### src/rtl/conv_pkg.sv
package conv_pkg;

    ////////////////////////////////////////////////////////////
    // Array and datapath sizes
    ////////////////////////////////////////////////////////////

    parameter int BIT_WIDTH      = 8;
    parameter int NUM_CHANNEL    = 3;
    parameter int NUM_KERNEL     = 4;
    // Taps per window, one PE per tap
    parameter int KERNEL_SIZE    = 3;
    parameter int MAX_LINE_WIDTH = 64;
    parameter int LINE_CNT_WIDTH = $clog2(MAX_LINE_WIDTH + 1);

    parameter int PROD_WIDTH     = 2 * BIT_WIDTH;
    // 9 products of 255 x 255 still fit in 20 bits
    parameter int PSUM_WIDTH     = 20;

    ////////////////////////////////////////////////////////////
    // Data types
    ////////////////////////////////////////////////////////////

    // Channel 0 in the low bits
    typedef logic [NUM_CHANNEL-1:0][BIT_WIDTH-1:0] pixel_t;

    // Kernel 0 low, channel 0 low within each kernel
    typedef logic [NUM_KERNEL-1:0][NUM_CHANNEL-1:0][BIT_WIDTH-1:0] tap_weight_t;

    typedef logic [NUM_KERNEL-1:0][PSUM_WIDTH-1:0] psum_vec_t;
    typedef logic [NUM_KERNEL-1:0][PSUM_WIDTH-1:0] prod_vec_t;

    // Line controller states
    typedef enum logic [1:0] {
        IDLE,
        WAIT_WEIGHT,
        STREAM,
        DRAIN
    } ctrl_state_t;

endpackage

### src/rtl/psum_reducer.sv
`timescale 1ns/1ns

module psum_reducer (
    input  logic                                            clk,
    input  logic                                            rst,
    input  conv_pkg::prod_vec_t [conv_pkg::KERNEL_SIZE-1:0] i_prods,
    input  logic [conv_pkg::KERNEL_SIZE-1:0]                i_val,
    input  logic [conv_pkg::KERNEL_SIZE-1:0]                i_last,
    output conv_pkg::psum_vec_t                             o_psum,
    output logic                                            o_psum_val,
    output logic                                            o_psum_end
);

    import conv_pkg::*;

    psum_vec_t sum;
    logic      all_val;

    assign all_val = &i_val;

    // Sum across taps, per kernel
    always_comb begin
        for (int k = 0; k < NUM_KERNEL; k++) begin
            sum[k] = '0;
            for (int t = 0; t < KERNEL_SIZE; t++) begin
                sum[k] = sum[k] + i_prods[t][k];
            end
        end
    end

    always_ff @(posedge clk) begin
        if (all_val) begin
            o_psum <= sum;
        end
    end

    always_ff @(posedge clk) begin
        if (rst) begin
            o_psum_val <= 1'b0;
            o_psum_end <= 1'b0;
        end else begin
            o_psum_val <= all_val;
            o_psum_end <= all_val && (&i_last);
        end
    end

    a_end_with_val: assert property (
        @(posedge clk) disable iff (rst) o_psum_end |-> o_psum_val
    );

endmodule

### config.mk
export PLATFORM = sky130hd
export DESIGN_NAME = psum_reducer
export DESIGN_NICKNAME = d
export VERILOG_FILES = /design/src/rtl/conv_pkg.sv /design/src/rtl/psum_reducer.sv
export SDC_FILE = /design/constraint.sdc
export NUM_CORES = 1
export LEC_CHECK = 0
export BUFFER_PORTS_ARGS = -buffer_cell sky130_fd_sc_hd__buf_2
export CORE_MARGIN = 8
export CORE_UTILIZATION = 40
export CTS_BUF_LIST = sky130_fd_sc_hd__clkbuf_8 sky130_fd_sc_hd__clkbuf_16
export DETAILED_ROUTE_END_ITERATION = 7
export GPL_TIMING_DRIVEN = 0
export PLACE_DENSITY_LB_ADDON = 0.1
export REMOVE_ABC_BUFFERS = 1
export SLEW_MARGIN = 0
export SYNTH_ARGS = -nofsm -noshare
export SYNTH_HDL_FRONTEND = slang
export SYNTH_SLANG_ARGS = --single-unit
### constraint.sdc
create_clock -name clk -period 5.5 [get_ports clk]
set_clock_uncertainty 0.05 [all_clocks]
set_input_delay 0.55 -clock clk [delete_from_list [all_inputs] [get_ports clk]]
set_output_delay 0.55 -clock clk [all_outputs]
set_load 0.02 [all_outputs]
**Word-level counts from Yosys, hierarchy flattened**

Index checks and enable logic that the tools add are counted.
W data, S select, Z words.

- Output and inout bits: 82
- Input bits: 248
- Flip-flop bits (word level): 82
- Word-level logic and storage cells: 17

- Reductions and logical operators: 3
- Add/sub/neg operators: 8

Operator list:

| cell | count |
|---|---|
| $add A20 B20 Y20 | 8 |
| $reduce_and A3 Y1 | 2 |
| $logic_and A1 B1 Y1 | 1 |

**Longest topological paths before layout**

Gate-level depths: netlist of run 1.

- Depth in word-level cells: 2
- Mapped depth: 12
- Mapped depth without buffers: 12

**Worst setup path after synthesis of run 1**

OpenSTA, ideal clock, no wires.

- Path kind: input to register
- From: input port i_prods[61] in the netlist's numbering
- To: register o_psum[77] in the netlist's numbering (data pin)
- Setup time: 0.260 ns
- Data arrival time: 2.751 ns
- Setup slack: 2.439 ns
- Path buffers: 0
- Required time: 5.190 ns
- Stages: 10
- Path through: fa_1 > ha_1 > inv_1 > fa_1 > nor2b_1 > o31a_1 > o22ai_2 > o31ai_1 > a41oi_1 > xnor2_1

RTL lines:

| item | line | RTL |
|---|---|---|
| start, declared | psum_reducer.sv:6 | `input conv_pkg::prod_vec_t [conv_pkg::KERNEL_SIZE-1:0] i_prods,` |
| end signal, assigned | psum_reducer.sv:33 | `o_psum <= sum;` |
| end, declared | psum_reducer.sv:9 | `output conv_pkg::psum_vec_t o_psum,` |

==> results_dict.tcl, run 1 <==
set metrics [dict create \
    status "finished clean" \
    layout.area.seq_um2 2440 \
    worstPathRequired_ns 5.53 \
    vias 6679 \
    layout_setup_ws_ns 2.34 \
    yosys_warnings 0 \
    gp_congestion 0.796 \
    dp_hpwl_um 18800 \
    drc 0 \
    synth_area_per_cell_um2 11.0 \
    cp-startpoint "i_prods[21]" \
    p_leak_nw 4.68 \
    worstPathCellList "buf_2 -> fa_1 -> ha_1 -> inv_1 -> fa_1 -> nor2b_1 -> o21ai_0 -> a21oi_1 -> o211ai_2 -> o311ai_1 -> xnor2_1" \
    vias_per_cell 5.00 \
    diodes 0 \
    cts-root-buf "clkbuf_16" \
    grt_pass1_wl_um 33500 \
    pre_cts_ws_ns 1.97 \
    die_x_um 158 \
    yosysTopAreaCell "edfxtp_1" \
    dieArea_um2 25000 \
    slew_headroom_pct 58.2 \
    cts.sinks 82 \
    floorplan.initialDensity_pct 40.4 \
    synth_common_cells "80 x edfxtp_1, 80 x fa_1, 72 x ha_1" \
    hold_ws_ns 0.339 \
    cpPeakStageDelay_ns 0.57 \
    ys_types 70 \
    dp.cells 1320 \
    ys_seq_area_share_pct 30.2 \
    drive_gt1_share_pct 34.0 \
    rsz0062_at_grt "false" \
    start_kind "primary input" \
    clk_pin_slew_ns 0.07 \
    h-tree-depth 3 \
    overflow 0 \
    core-area_um2 20000 \
    fin_setup_tns_ns 0 \
    stdcell_count 1336 \
    cts_max_path_buffers 2 \
    cts_buffers 9 \
    synth-seq-cells 82 \
    grt_pass1_vias 6895 \
    min_delay_path_depth 2 \
    setup_viol 0 \
    dieHeight_um 158 \
    cts_hold_buffers 0 \
    utilization_pct 51.5 \
    synth_top_area_share_pct 29.7 \
    post_cts_buffers 0 \
    hp-start "rst" \
    wire_per_inst_um 16.3 \
    crit_fanout 6 \
    worstSetupEndpointType "flop" \
    slowest_stage "fa_1" \
    area.growth.synth_to_final_pct 27.7 \
    vdd_ir_drop_max_mv 0.163 \
    netlist_top_cells_area "edfxtp_1 30%, fa_1 20%, ha_1 11%" \
    slew_violations 0 \
    hp-class "in2reg" \
    hold_violations 0 \
    grt_max_degree 42 \
    cp_data_arrival_time_ns 3.19 \
    cts_tree "built" \
    drv_cap 0 \
    drt-initial-drc-count 303 \
    finalCritPeriodShare_pct 57.4 \
    synth-main-ff-cell "edfxtp_1" \
    io_buffer_count 329 \
    min_period_ns 3.16 \
    synthesis.area_um2 8090 \
    tightest_slew_ns 0.627 \
    final_antenna_net_count 0 \
    layout.nets 1461 \
    async_flop_share_pct 0 \
    criticalPathCategory "in2reg" \
    p_per_area_nw_per_um2 282 \
    multi_input_area_um2 5400 \
    rows 52 \
    synth_edf_count 80 \
    grt_usage_pct 16.9 \
    fmax_ghz 0.317 \
    routed_wl_um 21800 \
    ioPinCount 330 \
    cpMostUsedCell "fa_1" \
    firstDrtPassIters 4 \
    final.fill_count 1911 \
    postSynthCellCount 737 \
    antenna_found_initial 0 \
    cts_resized 0 \
]
-- worst max-delay path, delay by kind of cell --
| kind | cells | cell delay, ns |
|---|---|---|
| AO/OA/AOI/OAI | 4 | 1.01 |
| XOR/XNOR | 1 | 0.11 |
| adder cells (fa/ha/maj) | 3 | 1.22 |
| buffers and inverters | 2 | 0.18 |
| AND/OR/NAND/NOR | 1 | 0.13 |
-- power by group --
part / internal (mW) / total [mW] / switching (mW)
Combinational: 0.647 / 1.46 / 0.814
Clock: 0.352 / 0.618 / 0.266
Sequential: 0.824 / 0.837 / 0.0123
Total: 1.82 / 2.92 / 1.09
-- cell usage in the layout (no fill, tap or decap), types with 4 or more instances in the layout --
cell type / synthesis / final
a211o_1: 6 / 6
o21a_1: 13 / 13
ha_1: 72 / 72
o211ai_1: 5 / 5
nand3_1: 14 / 14
nor2_1: 42 / 42
clkbuf_16: 0 / 9
o21ai_0: 23 / 23
nor2b_1: 15 / 15
and2_1: 4 / 4
nand2_1: 36 / 36
nand4_1: 6 / 6
buf_2: 1 / 329
a21o_1: 28 / 28
a21oi_1: 61 / 61
mux2i_1: 5 / 5
inv_1: 48 / 48
edfxtp_1: 80 / 80
xor2_1: 12 / 12
a211oi_1: 9 / 9
and3_1: 8 / 7
a31oi_1: 6 / 6
nand2b_1: 7 / 7
nor3_1: 7 / 7
xnor2_1: 53 / 53
o21ai_1: 8 / 8
fa_1: 80 / 80
-- per-stage QoR --
step,instance area [µm²],power (mW)
after floorplan,8020,1.91
after global placement,10000,2.31
after detailed placement,10000,2.32
after CTS,10300,2.95
after global routing,10300,3.13
final,10300,2.92
-- layout make-up --
cell class	count	share of cell area, %
inverter	48	1.75
sequential	82	23.7
timing repair buffer	330	16.1
clock inverter	7	0.667
multi-input combinational	590	52.3
clock buffer	9	2.18
tap	270	3.27
-- sequential cells by signal, summed over array words and instances (netlist names) --
| signal | cells |
|---|---|
| o_psum | 80 |
| o_psum_end | 1 |
| o_psum_val | 1 |
-- per-layer routing --
metal  GRT usage (%)  wire [µm]
met5               0          0
met1            20.5       9090
met4            4.58        239
met2            29.2      10600
met3            4.12       1860
-- cell families (layout without fill, tap and decap cells) --
family	Yosys count	in the layout	share of synthesized area (%)
AOI/OAI and AO/OA	207	207	17.7
and+or+nand+nor	161	161	10.4
adders and majority gates	152	152	30.9
DFF	82	82	30.2
xor gates and xnor gates	65	65	7.04
buffers and inverters	65	394	3.05
muxes	5	5	0.619
-- worst paths after layout --
path	to
max	o_psum[37]
min	o_psum_val
(Power assumes the default switching activity.)
==> run 2, diff against run 1 <==
--- a/config.mk
+++ b/config.mk
@@ -5,6 +5,7 @@
 export SDC_FILE = /design/constraint.sdc
 export NUM_CORES = 1
 export LEC_CHECK = 0
+export ABC_AREA = 1
 export BUFFER_PORTS_ARGS = -buffer_cell sky130_fd_sc_hd__buf_2
 export CORE_MARGIN = 8
 export CORE_UTILIZATION = 40
==> constraint.sdc (replaced) <==
create_clock -name clk -period 2.85 [get_ports clk]
set_clock_uncertainty 0.05 [all_clocks]
set_input_delay 0.285 -clock clk [delete_from_list [all_inputs] [get_ports clk]]
set_output_delay 0.285 -clock clk [all_outputs]
set_load 0.02 [all_outputs]
==> results_dict.tcl, run 2 <==
set metrics [dict create \
    synthSimpleGateAreaFrac_pct 23.0 \
    cts_max_path_buffers 2 \
    final_common_cell "buf_2" \
    stdcell_count 1591 \
    slew_violations 0 \
    dieHeight_um 160 \
    synth_top_area_share_pct 28.9 \
    hp-class "in2reg" \
    clockPowerShare_pct 20.9 \
    comb_power_share_pct 49.8 \
    pwr-share-seq_pct 29.3 \
    area.growth.synth_to_final_pct 27.7 \
    synthMuxAreaShare_pct 0 \
    netlist_top_cells_area "edfxtp_1 29%, fa_1 19%, nand2_1 13%" \
    dp.cells 1575 \
    vias_per_cell 4.68 \
    hold_ws_ns 0.0670 \
    vias 7445 \
    criticalPathCategory "in2reg" \
    fin_setup_tns_ns 0 \
    drive_gt1_share_pct 28.5 \
    layout.nets 1716 \
    dp_hpwl_um 20200 \
    yosysMostFrequentCell "nand2_1" \
    synthesis.area_um2 8300 \
    endpoint "o_psum[33]" \
    slew_headroom_pct 66.1 \
    grt_pass1_wl_um 36800 \
    synth_xor_area_share_pct 5.07 \
    slowest_stage "fa_1" \
    firstDrtPassIters 5 \
    floorplan.initialDensity_pct 40.9 \
    drv_cap 0 \
    vdd_ir_drop_max_mv 0.238 \
    ioPinCount 330 \
    cts_tree "built" \
    gp_congestion 0.870 \
    mostFrequentLayoutCells "329 x buf_2, 289 x nand2_1, 145 x inv_1" \
    cts_resized 0 \
    worstPathRequired_ns 2.90 \
    fmax_ghz 0.409 \
    synth-compound-area-share_pct 5.79 \
    internal_power_mw 3.29 \
    drc 0 \
    start_kind "primary input" \
    grt_max_degree 44 \
    regMostFlops "o_psum" \
    cts_buffers 9 \
    crit_fanout 4 \
    swShare_pct 39.8 \
    synth_edf_count 80 \
    h-tree-depth 3 \
    finalCritPeriodShare_pct 85.7 \
    pre_cts_ws_ns 0.0554 \
    cp_data_arrival_time_ns 2.49 \
    clk_pin_slew_ns 0.07 \
    cts_hold_buffers 0 \
    hold_violations 0 \
    dieArea_um2 25600 \
    diodes 0 \
    utilization_pct 52.2 \
    yosysTopAreaCell "edfxtp_1" \
    core-area_um2 20300 \
    antenna_found_initial 1 \
    synthAdderAreaFrac_pct 30.2 \
    final_antenna_net_count 0 \
    yosys_warnings 0 \
    setup_viol 0 \
    ys_seq_area_share_pct 29.4 \
    p_leak_nw 5.53 \
    cpMostUsedCell "nand2_1" \
    rsz0062_at_grt "false" \
    synth-main-ff-cell "edfxtp_1" \
    async_flop_share_pct 0 \
    cts.sinks 82 \
    switching_power_mw 2.18 \
    tightest_slew_ns 0.508 \
    postSynthCellCount 975 \
    worstSetupEndpointType "flop" \
    wire_per_inst_um 14.4 \
    p_per_area_nw_per_um2 516 \
    cp-startpoint "i_prods[21]" \
    cpPeakStageDelay_ns 0.55 \
    status "finished clean" \
    synth_common_cells "289 x nand2_1, 145 x inv_1, 80 x edfxtp_1, 80 x fa_1" \
    synth-seq-cells 82 \
    min_period_ns 2.44 \
    routed_wl_um 22800 \
    grt_pass1_vias 7721 \
    post_cts_buffers 0 \
    layout_setup_ws_ns 0.408 \
    synth_area_per_cell_um2 8.51 \
    drt-initial-drc-count 315 \
    synth_top_family_by_area "adder cells" \
    cts-root-buf "clkbuf_16" \
    largest_reg_flops 80 \
    top_regs "o_psum (80), o_psum_end (1), o_psum_val (1)" \
    grt_usage_pct 17.6 \
    die_x_um 160 \
    worstPathCellList "buf_2 -> fa_1 -> ha_1 -> inv_1 -> fa_1 -> inv_1 -> nand3_1 -> nand3_1 -> nand2_1 -> nand2_1 -> nand2_1 -> nand3_1 -> nand2_1" \
    ys_types 18 \
    overflow 0 \
    rows 52 \
    io_buffer_count 329 \
]
## run 2: changes by cell type in the layout (fill, tap and decap cells not counted), moves of 20 or more
cell / change
a21o_1: -28
xnor2_1: -37
nand2_1: +253
inv_1: +97
nand3_1: +44
xor2_1: +20
## run 2: metal layers
| metal | wire length, µm | part of all wire [%] | global-route usage [%] |
|---|---|---|---|
| met1 | 9910 | 43 | 21.4 |
| met2 | 11000 | 48 | 30.5 |
| met3 | 1710 | 7.5 | 5.22 |
| met4 | 186 | 0.81 | 3.36 |
| met5 | 10 | 0.044 | 0 |
## run 2: final cells by class
class                      instances  area (µm²)
clock buffer                       9         225
sequential                        82        2440
fill                            2028        9700
tap                              270         338
multi-input combinational        748        5310
timing repair buffer             330        1670
clock inverter                     7        61.3
inverter                         145         547
## run 2: cell families after synthesis
kind of cell | Yosys count
flip-flops | 82
AO/OA/AOI/OAI | 96
buffers and inverters | 145
AND/OR/NAND/NOR | 452
adder cells (fa/ha/maj) | 152
XOR/XNOR | 48
## run 2: per-stage QoR
| stage | power [mW] | cell area, µm² |
|---|---|---|
| detailed placement | 4.37 | 10300 |
| floorplan | 3.54 | 8300 |
| CTS | 5.55 | 10600 |
| finish | 5.47 | 10600 |
| global placement | 4.32 | 10300 |
| global route | 5.97 | 10600 |
## run 2: how the worst min path moves through the flow
stage,from,to,slack (ns),depth (start not counted)
floorplan,rst,o_psum_val,0.31,1
global placement,rst,o_psum_val,0.42,2
detailed placement,rst,o_psum_val,0.43,2
CTS,rst,o_psum_val,0.06,2
global route,rst,o_psum_val,0.07,2
finish,rst,o_psum_val,0.07,2
## run 2: power by group through the flow
stage          Combinational, mW  Sequential [mW]  Clock (mW)
3_3_place_gp                2.70             1.63           0
2_1_floorplan               1.77             1.78           0
5_1_grt                     3.12             1.61        1.24
3_5_place_dp                2.74             1.63           0
6_report                    2.72             1.60        1.15
4_1_cts                     2.75             1.60        1.19
## run 2: critical path, delay by kind of cell
kind | cells | cell delay (ns)
fa+ha+maj | 3 | 1.23
buf+inv | 3 | 0.31
simple gates | 7 | 0.66
==> run 3, diff against run 2 <==
--- a/config.mk
+++ b/config.mk
@@ -7,6 +7,7 @@
 export LEC_CHECK = 0
 export ABC_AREA = 1
 export BUFFER_PORTS_ARGS = -buffer_cell sky130_fd_sc_hd__buf_2
+export CAP_MARGIN = 30
 export CORE_MARGIN = 8
 export CORE_UTILIZATION = 40
 export CTS_BUF_LIST = sky130_fd_sc_hd__clkbuf_8 sky130_fd_sc_hd__clkbuf_16
@@ -14,6 +15,7 @@
 export GPL_TIMING_DRIVEN = 0
 export PLACE_DENSITY_LB_ADDON = 0.1
 export REMOVE_ABC_BUFFERS = 1
+export SETUP_SLACK_MARGIN = 0.5
 export SLEW_MARGIN = 0
 export SYNTH_ARGS = -nofsm -noshare
 export SYNTH_HDL_FRONTEND = slang
==> results_dict.tcl, run 3 (same netlist as run 2, synthesis figures left out) <==
set metrics [dict create \
    dieHeight_um 160 \
    pwr-share-seq_pct 29.1 \
    hp-class "in2reg" \
    firstDrtPassIters 5 \
    final_antenna_net_count 0 \
    post_cts_buffers 0 \
    p_per_area_nw_per_um2 515 \
    swShare_pct 39.8 \
    tightest_slew_ns 0.518 \
    comb_power_share_pct 50.0 \
    layout.nets 1716 \
    finalCritPeriodShare_pct 79.6 \
    die_x_um 160 \
    start_kind "primary input" \
    grt_pass1_vias 7718 \
    criticalPathCategory "in2reg" \
    cts.sinks 82 \
    floorplan.initialDensity_pct 40.9 \
    antenna_found_initial 1 \
    h-tree-depth 3 \
    internal_power_mw 3.31 \
    gp_congestion 0.870 \
    grt_pass1_wl_um 36800 \
    final.fill_count 2019 \
    cts_buffers 9 \
    dp_hpwl_um 20200 \
    wire_per_inst_um 14.4 \
    vias 7458 \
    slew_headroom_pct 65.5 \
    cpMostUsedCell "nand2_1" \
    dp.cells 1575 \
    status "finished clean" \
    rsz0062_at_grt "true" \
    fmax_ghz 0.441 \
    diodes 0 \
    area.growth.synth_to_final_pct 28.5 \
    crit_fanout 4 \
    slowest_stage "fa_1" \
    cp_data_arrival_time_ns 2.32 \
    io_buffer_count 329 \
    worstPathRequired_ns 2.90 \
    grt_usage_pct 17.6 \
    p_leak_nw 5.53 \
    ioPinCount 330 \
    largest_reg_flops 80 \
    clockPowerShare_pct 20.8 \
    top_regs "o_psum (80), o_psum_end (1), o_psum_val (1)" \
    cpPeakStageDelay_ns 0.58 \
    layout.area.seq_um2 2440 \
    drive_gt1_share_pct 29.9 \
    hold_violations 0 \
    fin_setup_tns_ns 0 \
    stdcell_count 1591 \
    cts_tree "built" \
    mostFrequentLayoutCells "329 x buf_2, 285 x nand2_1, 141 x inv_1" \
    final_common_cell "buf_2" \
    min_period_ns 2.27 \
    worstSetupEndpointType "flop" \
    switching_power_mw 2.19 \
    vias_per_cell 4.69 \
    cts-root-buf "clkbuf_16" \
    setup_viol 0 \
    routed_wl_um 23000 \
    drv_cap 0 \
    worstPathCellList "buf_2 -> fa_1 -> ha_4 -> inv_1 -> fa_1 -> inv_2 -> nand3_1 -> nand3_2 -> nand2_1 -> nand2_2 -> nand2_1 -> nand3_1 -> nand2_1" \
    drc 0 \
    drt-initial-drc-count 314 \
    regMostFlops "o_psum" \
    rows 52 \
    slew_violations 0 \
    overflow 0 \
    clk_pin_slew_ns 0.06 \
    core-area_um2 20300 \
    multi_input_area_um2 5380 \
    dieArea_um2 25600 \
    vdd_ir_drop_max_mv 0.238 \
    cts_max_path_buffers 2 \
    grt_max_degree 44 \
]
## run 3: path summary, 6_finish.rpt
| check | endpoint | slack (ns) | depth (start not counted) | start |
|---|---|---|---|---|
| worst min-delay path | o_psum_val | 0.07 | 2 | rst |
| worst max-delay path | o_psum[17] | 0.58 | 13 | i_prods[1] |
## run 3: cell type report
| class | instances | share of cell area [%] |
|---|---|---|
| Multi-Input combinational cell | 748 | 50.4 |
| Sequential cell | 82 | 22.9 |
| Timing Repair Buffer | 330 | 15.7 |
| Inverter | 145 | 5.13 |
| Tap cell | 270 | 3.17 |
| Clock buffer | 9 | 2.11 |
| Clock inverter | 7 | 0.575 |
## run 3: metrics by stage
step	worst slack, ns	util, %	hold WS [ns]	cell area [µm²]	power, mW
6_report	0.581	52.6	0.0678	10700	5.50
5_1_grt	0.498	52.6	0.0666	10700	6.00
4_1_cts	0.500	52.3	0.0580	10600	5.55
3_5_place_dp	0.0554	50.8	0.426	10300	4.37
3_3_place_gp	-0.650	50.7	0.424	10300	4.32
2_1_floorplan	0.408	-	0.307	8300	3.54
## run 3: power by group through the flow
stage | Clock (mW) | Combinational [mW] | Sequential (mW)
CTS | 1.19 | 2.76 | 1.60
global route | 1.24 | 3.15 | 1.61
detailed placement | 0 | 2.74 | 1.63
floorplan | 0 | 1.77 | 1.78
finish | 1.15 | 2.75 | 1.60
global placement | 0 | 2.70 | 1.63
## run 3: per-layer routing
| metal | track usage, % | up-vias | part of all wire, % |
|---|---|---|---|
| met1 | 21.4 | 3393 | 44 |
| met5 | 0 | - | 0.044 |
| met3 | 5.22 | 12 | 7.2 |
| met4 | 3.36 | 2 | 0.81 |
| li1 | - | 3809 | - |
| met2 | 30.5 | 242 | 48 |
## run 3: timing repair
action,in CTS,in global routing
pin swaps,0,1
setup endpoints to repair,7,10
hold buffers,0,0
resized for setup,7,14
## run 3: critical path: cells and delay by family
family,cells,cell delay (ns)
adder cells (fa/ha/maj),3,1.16
buffers and inverters,3,0.26
AND/OR/NAND/NOR,7,0.61
